===== src/fl_pkg.sv =====
package fl_pkg;

	// Sizing ----------------------------
	localparam int WORD_W       = 23; // Data word, two's complement
	localparam int OPCODE_W     = 6;
	localparam int OPERAND_W    = 9;
	localparam int IADDR_W      = 9;  // Instruction ROM address
	localparam int DADDR_W      = 6;  // Data memory address
	localparam int PORT_W       = 3;  // 8 input and 8 output ports
	localparam int CREDIT_W     = 3;

	localparam int DMEM_DEPTH   = 64;
	localparam int RSTACK_DEPTH = 4;  // Return stack entries
	localparam int OUT_CREDITS  = 4;  // Credits held after reset

	// Types -----------------------------
	typedef logic signed [WORD_W-1:0]           fl_word_t;
	typedef logic [OPCODE_W-1:0]                fl_opcode_t;
	typedef logic [OPERAND_W-1:0]               fl_operand_t;
	typedef logic [OPCODE_W+OPERAND_W-1:0]      fl_instr_t;
	typedef logic [IADDR_W-1:0]                 fl_iaddr_t;
	typedef logic [DADDR_W-1:0]                 fl_daddr_t;
	typedef logic [PORT_W-1:0]                  fl_port_t;
	typedef logic [CREDIT_W-1:0]                fl_credit_t; // Holds 0 to OUT_CREDITS

	// Opcodes, upper 6 bits of the instruction
	typedef enum logic [OPCODE_W-1:0] {
		NOP = 6'd0,  LOD = 6'd1,  LDI = 6'd2,  STO = 6'd3,
		ADD = 6'd4,  SUB = 6'd5,  MLT = 6'd6,  AND = 6'd7,
		OR  = 6'd8,  XOR = 6'd9,  NEG = 6'd10, ABS = 6'd11,
		SHL = 6'd12, SHR = 6'd13, GRE = 6'd14, EQU = 6'd15,
		JMP = 6'd16, JIZ = 6'd17, CAL = 6'd18, RET = 6'd19,
		INN = 6'd20, OUT = 6'd21, HLT = 6'd22
	} fl_op_e;

	// ALU selector from decode to execute
	typedef enum logic [3:0] {
		ALU_PMEM,  // Load memory word
		ALU_PIMM,  // Load immediate
		ALU_ADD,
		ALU_SUB,
		ALU_MLT,
		ALU_AND,
		ALU_OR,
		ALU_XOR,
		ALU_NEG,
		ALU_ABS,
		ALU_SHL,
		ALU_SHR,
		ALU_GRE,   // 1-bit result
		ALU_EQU,   // 1-bit result
		ALU_INN    // Input port word
	} fl_alu_e;

	typedef enum logic {RUN, HALTED} fl_fetch_e;

endpackage


===== src/fl_core.sv =====
`timescale 1ns/100ps

module fl_core (
	input  logic              clk,
	input  logic              rst,
	input  fl_pkg::fl_instr_t instr,
	output fl_pkg::fl_iaddr_t instr_addr,
	input  fl_pkg::fl_word_t  io_in,
	output fl_pkg::fl_port_t  addr_in,
	output logic              out_valid,
	output fl_pkg::fl_word_t  out_data,
	output fl_pkg::fl_port_t  addr_out,
	input  logic              credit_return,
	output logic              halted
);
	import fl_pkg::*;

	// Decode controls
	fl_alu_e   alu_op;
	fl_word_t  imm;
	fl_daddr_t daddr;
	logic      mem_we;
	logic      jump;
	logic      jump_if_zero;
	logic      call;
	logic      ret;
	logic      halt;
	fl_iaddr_t target;
	logic      out_req;
	fl_port_t  port;

	fl_word_t  acc;           // Execute to result
	logic      acc_zero;      // Execute to fetch
	logic      stall;         // Result to fetch and execute

	// Stages ----------------------------
	fl_fetch u_fetch (
		.clk, .rst, .stall, .acc_zero, .jump, .jump_if_zero,
		.call, .ret, .halt, .target, .instr_addr, .halted
	);

	fl_decode u_decode (
		.instr, .alu_op, .imm, .daddr, .mem_we, .jump, .jump_if_zero,
		.call, .ret, .halt, .target, .out_req, .port
	);

	fl_execute u_execute (
		.clk, .rst, .stall, .alu_op, .imm, .daddr, .mem_we,
		.io_in, .acc, .acc_zero
	);

	fl_result u_result (
		.clk, .rst, .out_req, .port, .acc, .credit_return,
		.stall, .out_valid, .out_data, .addr_out
	);

	assign addr_in = port;    // INN samples io_in in the same cycle

endmodule


===== src/fl_decode.sv =====
`timescale 1ns/100ps

module fl_decode (
	input  fl_pkg::fl_instr_t instr,
	output fl_pkg::fl_alu_e   alu_op,
	output fl_pkg::fl_word_t  imm,
	output fl_pkg::fl_daddr_t daddr,
	output logic              mem_we,
	output logic              jump,
	output logic              jump_if_zero,
	output logic              call,
	output logic              ret,
	output logic              halt,
	output fl_pkg::fl_iaddr_t target,
	output logic              out_req,
	output fl_pkg::fl_port_t  port
);
	import fl_pkg::*;

	fl_opcode_t  opcode;
	fl_operand_t operand;
	fl_word_t    imm_ext;

	// Instruction fields ----------------
	assign opcode  = instr[OPCODE_W+OPERAND_W-1:OPERAND_W];
	assign operand = instr[OPERAND_W-1:0];
	assign imm_ext = {{(WORD_W-OPERAND_W){operand[OPERAND_W-1]}}, operand}; // Sign extend

	// The operand doubles as address, port and target
	assign daddr  = operand[DADDR_W-1:0];
	assign port   = operand[PORT_W-1:0];
	assign target = operand[IADDR_W-1:0];

	// Control per opcode ----------------
	always_comb begin
		// Shift left by zero leaves the accumulator as it is
		alu_op       = ALU_SHL;
		imm          = '0;
		mem_we       = 1'b0;
		jump         = 1'b0;
		jump_if_zero = 1'b0;
		call         = 1'b0;
		ret          = 1'b0;
		halt         = 1'b0;
		out_req      = 1'b0;
		case (opcode)
			LOD: alu_op = ALU_PMEM;
			LDI: begin
				alu_op = ALU_PIMM;
				imm    = imm_ext;
			end
			STO: mem_we = 1'b1;                 // Accumulator to memory
			ADD: alu_op = ALU_ADD;              // Memory operand
			SUB: alu_op = ALU_SUB;
			MLT: alu_op = ALU_MLT;
			AND: alu_op = ALU_AND;
			OR:  alu_op = ALU_OR;
			XOR: alu_op = ALU_XOR;
			NEG: alu_op = ALU_NEG;              // Accumulator only
			ABS: alu_op = ALU_ABS;
			SHL: begin
				alu_op = ALU_SHL;
				imm    = imm_ext;                   // Amount in the low bits
			end
			SHR: begin
				alu_op = ALU_SHR;
				imm    = imm_ext;
			end
			GRE: alu_op = ALU_GRE;
			EQU: alu_op = ALU_EQU;
			JMP: jump = 1'b1;
			JIZ: jump_if_zero = 1'b1;
			CAL: call = 1'b1;
			RET: ret = 1'b1;
			INN: alu_op = ALU_INN;              // Port number on addr_in
			OUT: out_req = 1'b1;
			HLT: halt = 1'b1;
			default: ;                          // NOP and unknown codes
		endcase
	end

endmodule


===== src/fl_execute.sv =====
`timescale 1ns/100ps

module fl_execute (
	input  logic              clk,
	input  logic              rst,
	input  logic              stall,
	input  fl_pkg::fl_alu_e   alu_op,
	input  fl_pkg::fl_word_t  imm,
	input  fl_pkg::fl_daddr_t daddr,
	input  logic              mem_we,
	input  fl_pkg::fl_word_t  io_in,
	output fl_pkg::fl_word_t  acc,
	output logic              acc_zero
);
	import fl_pkg::*;

	fl_word_t   dmem [DMEM_DEPTH];   // Data memory
	fl_word_t   mem_rd;
	fl_word_t   alu_res;
	logic [4:0] shamt;

	// Data memory -----------------------
	assign mem_rd = dmem[daddr];     // Asynchronous read

	always_ff @(posedge clk) begin
		if (mem_we && !stall)
			dmem[daddr] <= acc;          // STO
	end

	assign shamt = imm[4:0];         // Up to 31, wide shifts clear the word

	// ALU -------------------------------
	always_comb begin
		case (alu_op)
			ALU_PMEM: alu_res = mem_rd;
			ALU_PIMM: alu_res = imm;
			ALU_ADD:  alu_res = acc + mem_rd;              // Wraps at 23 bits
			ALU_SUB:  alu_res = acc - mem_rd;
			ALU_MLT:  alu_res = acc * mem_rd;              // Low 23 bits of product
			ALU_AND:  alu_res = acc & mem_rd;
			ALU_OR:   alu_res = acc | mem_rd;
			ALU_XOR:  alu_res = acc ^ mem_rd;
			ALU_NEG:  alu_res = -acc;
			ALU_ABS:  alu_res = acc[WORD_W-1] ? -acc : acc; // Most negative stays put
			ALU_SHL:  alu_res = acc << shamt;
			ALU_SHR:  alu_res = fl_word_t'($unsigned(acc) >> shamt); // Logical, zero fill
			// Comparisons are signed
			ALU_GRE:  alu_res = {{(WORD_W-1){1'b0}}, (acc > mem_rd)};
			ALU_EQU:  alu_res = {{(WORD_W-1){1'b0}}, (acc == mem_rd)};
			ALU_INN:  alu_res = io_in;
			default:  alu_res = acc;
		endcase
	end

	// Accumulator -----------------------
	always_ff @(posedge clk or posedge rst) begin
		if (rst)
			acc <= '0;
		else if (!stall)
			acc <= alu_res;              // Frozen during back-pressure
	end

	assign acc_zero = (acc == '0);   // For JIZ

endmodule


===== src/fl_fetch.sv =====
`timescale 1ns/100ps

module fl_fetch (
	input  logic              clk,
	input  logic              rst,
	input  logic              stall,
	input  logic              acc_zero,
	input  logic              jump,
	input  logic              jump_if_zero,
	input  logic              call,
	input  logic              ret,
	input  logic              halt,
	input  fl_pkg::fl_iaddr_t target,
	output fl_pkg::fl_iaddr_t instr_addr,
	output logic              halted
);
	import fl_pkg::*;

	fl_fetch_e state;
	fl_iaddr_t pc;
	fl_iaddr_t pc_inc;
	fl_iaddr_t pc_next;
	fl_iaddr_t rstack [RSTACK_DEPTH];             // Return addresses
	logic [$clog2(RSTACK_DEPTH+1)-1:0] rsp;       // Entries in use, 0 to 4
	logic [$clog2(RSTACK_DEPTH+1)-1:0] rsp_dec;   // Pointer less one
	logic [$clog2(RSTACK_DEPTH)-1:0]   top;       // Newest entry
	logic [$clog2(RSTACK_DEPTH)-1:0]   wr_idx;    // Entry the next call fills
	logic      run;
	logic      take_jump;
	logic      stack_full;

	assign run        = !stall && (state == RUN); // Instruction may take effect
	assign pc_inc     = pc + 1'b1;
	assign take_jump  = jump || (jump_if_zero && acc_zero);
	assign stack_full = (rsp == RSTACK_DEPTH);
	assign rsp_dec    = rsp - 1'b1;
	assign top        = rsp_dec[$clog2(RSTACK_DEPTH)-1:0];
	assign wr_idx     = stack_full ? top : rsp[$clog2(RSTACK_DEPTH)-1:0];

	// Next address, priority order ------
	always_comb begin
		if (!run || halt)
			pc_next = pc;                                        // Hold on stall or halt
		else if (ret)
			pc_next = (rsp == '0) ? '0 : rstack[top];            // Empty stack returns to 0
		else if (call || take_jump)
			pc_next = target;
		else
			pc_next = pc_inc;
	end

	always_ff @(posedge clk or posedge rst) begin
		if (rst) begin
			pc    <= '0;
			rsp   <= '0;
			state <= RUN;
		end else begin
			pc <= pc_next;
			if (run) begin
				if (halt)
					state <= HALTED;                    // Stays here until reset
				else if (ret && rsp != '0)
					rsp <= rsp_dec;                     // Pop
				else if (call && !stack_full)
					rsp <= rsp + 1'b1;                  // Push, a full stack keeps its depth
			end
		end
	end

	// Stack storage, full stack overwrites the top entry
	always_ff @(posedge clk) begin
		if (run && call && !halt)
			rstack[wr_idx] <= pc_inc;
	end

	assign instr_addr = pc;
	assign halted     = (state == HALTED);

endmodule


===== src/fl_result.sv =====
`timescale 1ns/100ps

module fl_result (
	input  logic             clk,
	input  logic             rst,
	input  logic             out_req,
	input  fl_pkg::fl_port_t port,
	input  fl_pkg::fl_word_t acc,
	input  logic             credit_return,
	output logic             stall,
	output logic             out_valid,
	output fl_pkg::fl_word_t out_data,
	output fl_pkg::fl_port_t addr_out
);
	import fl_pkg::*;

	fl_credit_t credits;      // Words the consumer can still take
	logic       no_credit;
	logic       send;

	// A credit returned this cycle can be spent at once
	assign no_credit = (credits == '0) && !credit_return;
	assign stall     = out_req && no_credit;
	assign send      = out_req && !no_credit;

	// Credit counter --------------------
	always_ff @(posedge clk or posedge rst) begin
		if (rst)
			credits <= fl_credit_t'(OUT_CREDITS);
		else
			credits <= credits + fl_credit_t'(credit_return) - fl_credit_t'(send);
	end

	// One cycle pulse per word sent
	always_ff @(posedge clk or posedge rst) begin
		if (rst)
			out_valid <= 1'b0;
		else
			out_valid <= send;
	end

	// Payload held until the next word
	always_ff @(posedge clk) begin
		if (send) begin
			out_data <= acc;
			addr_out <= port;
		end
	end

endmodule


===== config.mk =====
export PLATFORM = sky130hd
export DESIGN_NAME = fl_core
export DESIGN_NICKNAME = d
export VERILOG_FILES = /design/src/fl_pkg.sv /design/src/fl_core.sv /design/src/fl_decode.sv /design/src/fl_execute.sv /design/src/fl_fetch.sv /design/src/fl_result.sv
export SDC_FILE = /design/constraint.sdc
export NUM_CORES = 2
export LEC_CHECK = 0
export BUFFER_PORTS_ARGS = -buffer_cell sky130_fd_sc_hd__buf_4
export CORE_UTILIZATION = 25
export CTS_CLUSTER_SIZE = 30
export DETAILED_ROUTE_END_ITERATION = 7
export MAX_ROUTING_LAYER = met4
export PLACE_DENSITY = 0.43
export SLEW_MARGIN = 20
export SYNTH_ARGS = -nofsm -noshare
export SYNTH_HDL_FRONTEND = slang
export SYNTH_SLANG_ARGS = --single-unit

===== constraint.sdc =====
create_clock -name clk -period 8.3 [get_ports clk]
set_input_delay 1.66 -clock clk [delete_from_list [all_inputs] [get_ports clk]]
set_output_delay 1.66 -clock clk [all_outputs]
set_load 0.1 [all_outputs]

==> key figures <==
Timing
  • Period utilization: 108%
  • Setup-failing EPs final: 12
  • Minimum clock period: 8.94 ns
  • Highest Clock Rate: 112 MHz
  • Fin. Hold Viols: 0
  • Worst Skew: 0.0570 ns
  • Setup TNS: -4.61 ns
  • Final worst slack: -0.639 ns
  • Slew Limit Fails: 0
  • Max_slew headroom: 19.0%
  • Worst-Margin Slew: 1.21 ns
  • RSZ-0062 raised after global routing: yes

Global route
  • GRT Resource Usage Total: 20.9%
  • Initial antenna violation count: 18
  • Number of global-route vias before repair: 51.7k
  • Largest net degree at the start of global routing: 66
  • First-pass GRT wire length: 436000 um
  • Grt total ovfl: 0

Place
  • Final Wtd Congestion: 0.940
  • Port Buffers: 80
  • Post-DP HPWL: 217000 um
  • Placed insts: 9804
  • Dpl ws: -2.22 ns

Synthesis
  • Post-Synthesis Cells: 5257
  • Yosys warning count: 0
  • Syn nets: 5673
  • Mapped cell area: 0.0760 mm^2
  • Post-synth EDFFs: 1534
  • Count of different cell masters after synthesis: 90
  • Ys async rst share: 2.54%
  • Sequential share of the synthesized area: 62.0%
  • #FFs+latches synth: 1574
  • Mapped Avg Cell Area: 14.5 um^2
  • Top FF cell, synth: edfxtp_1

Final layout
  • Post-Layout Cell Count: 10.3k
  • Synth-to-layout area growth: 26.7%
  • Commonest cells after routing, fill and taps aside: edfxtp_1 (1534), buf_4 (853), inv_1 (351)
  • Multi-input gate area: 0.0274 mm^2
  • Nets@finish: 6556
  • Fill count: 30.0k
  • Commonest non-fill, non-tap cell in the layout: edfxtp_1
  • Layout cells sized above 1: 31.1%
  • Seq. cell area: 0.0471 mm^2

Setup path
  • Slowest cell delay on critical path: 0.66 ns
  • Crit path max fanout: 8
  • Critical Path Start Type: input port
  • Worst path slowest cell: or4_4
  • Arrival time worst endpoint: 9.64 ns
  • Setup CP Type: input port to register
  • Required time of the worst setup path: 9.00 ns
  • Worst setup EP type: register
  • Cell mode on critical path: fa_1

Routing
  • Final wirelength: 318000 um
  • DR vias/cell: 5.10
  • DR WL/cell: 31.1 um
  • Drt first pass iters: 8
  • DR vias: 52.3k
  • Post-route DRC: 0
  • ANT nets after route: 0
  • Initial DRC count: 6124

Clock network
  • Total CTS buffers: 178
  • H-tree depth: 4
  • CTS clock-pin slew for the worst setup and hold paths: 0.06 ns
  • Clock Path Buffers: 4
  • CTS tree: yes
  • Root Buffer: clkbuf_16
  • Worst-Skew Late Latency: 0.88 ns
  • CTS sink cnt: 1574

Die
  • Placement Rows: 202
  • Die X: 553 um
  • Initial Utilization: 25.1%
  • IO Pins: 81
  • CORE AREA: 0.303 mm^2
  • Die H: 553 um
  • Die area: 0.306 mm^2

Job
  • Max Cap Violations: 0

Status
  • Status: finished, violations left
  • Failing checks: negative setup slack

Worst hold path
  • Type of the tightest min-delay check: register to register
cells in the mapped netlist (all sizes together), types with 18 or more instances:
cell,number,area [um^2]
o2bb2ai,25,219
a31oi,31,194
o21ai,162,811
a21o,18,135
mux2i,203,2030
xnor2,67,587
a22o,28,245
a21oi,170,851
dfrtp,39,976
nand3,38,190
fa,197,3940
o211ai,37,278
edfxtp,1534,46100
a211oi,23,173
nor2,363,1370
mux2,123,1390
o22ai,83,519
buf,167,1170
mux4,139,3130
nand4,19,119
nand2b,25,156
nor3,21,105
clkbuf,174,653
ha,178,2230
a22oi,122,916
inv,390,1460
nand2,332,1250
a221oi,161,1420
a221o,51,510
o221ai,31,278
through the flow:
stage	util [%]	hold slack [ns]	instance area [um^2]
5_1_grt	31.8	0.562	96300
2_1_floorplan	-	0.470	76200
3_3_place_gp	28.9	0.491	87400
4_1_cts	31.4	0.524	95100
3_5_place_dp	28.9	0.495	87400
6_report	31.8	0.518	96300
flip-flops by register name, indices dropped and copies added, names as in the netlist:
name,count
u_execute.acc,23
u_execute.dmem,1472
u_fetch.halted,1
u_fetch.instr_addr,9
u_fetch.rsp,3
u_fetch.rstack,36
u_result.addr_out,3
u_result.credits,3
u_result.out_data,23
u_result.out_valid,1
metal layers:
metal | track usage, % | part of all wire [%] | up-vias
met5 | - | 0 | -
met4 | 6.07 | 3.5 | 0
met3 | 3.17 | 7.1 | 457
met2 | 31.7 | 45 | 2138
met1 | 28.7 | 45 | 27852
li1 | - | - | 21888
final cells by class:
type | instances | share of cell area, %
multi-input cells | 2941 | 28.5
clock inverters | 85 | 0.721
flip-flops and latches | 1574 | 49.0
clock buffers | 220 | 4.85
diodes | 9 | 0.0234
inverters | 401 | 1.60
well taps | 3978 | 5.17
repair buffers | 1044 | 10.2
timing repair:
action / CTS / global route
gates resized for setup: 293 / 212
buffers inserted: 87 / 44
cloned: 12 / 2
pin swaps: 79 / 120
hold buffers: 0 / 0
endpoints found under the setup margin: 17 / 15
cell families (layout without fill, tap and decap cells):
| kind of cell | after synthesis | count (layout) | synth area share, % |
|---|---|---|---|
| AOI/OAI and AO/OA | 1084 | 1084 | 10.3 |
| and+or+nand+nor | 925 | 925 | 5.44 |
| buffers and inverters | 742 | 1750 | 4.38 |
| DFF | 1574 | 1574 | 62.0 |
| other | 0 | 9 | 0 |
| muxes | 465 | 465 | 8.63 |
| xor gates and xnor gates | 92 | 92 | 1.21 |
| adders and majority gates | 375 | 375 | 8.12 |
worst paths after layout:
check / start / to / slack [ns] / depth (start not counted)
max: instr[1] / u_execute.acc[21] / -0.64 / 33
min: u_fetch.halted / u_fetch.halted / 0.52 / 1
max reg2reg: u_execute.dmem[39][10] / u_execute.acc[21] / 0.17 / 33
min reg2reg: u_fetch.halted / u_fetch.halted / 0.52 / 1
max in group asynchronous: rst / u_execute.acc[8] / 6.69 / 3
min in group asynchronous: rst / u_fetch.rsp[0] / 0.99 / 3
critical path, delay by kind of cell:
kind	cells	cell delay, ns
adder cells (fa/ha/maj)	8	3.89
XOR/XNOR	1	0.22
AND/OR/NAND/NOR	4	0.93
AO/OA/AOI/OAI	8	1.77
buffers and inverters	12	1.08
Power is not shown: default switching activity piles up to over one toggle a cycle in this logic, so the estimate is an artifact.
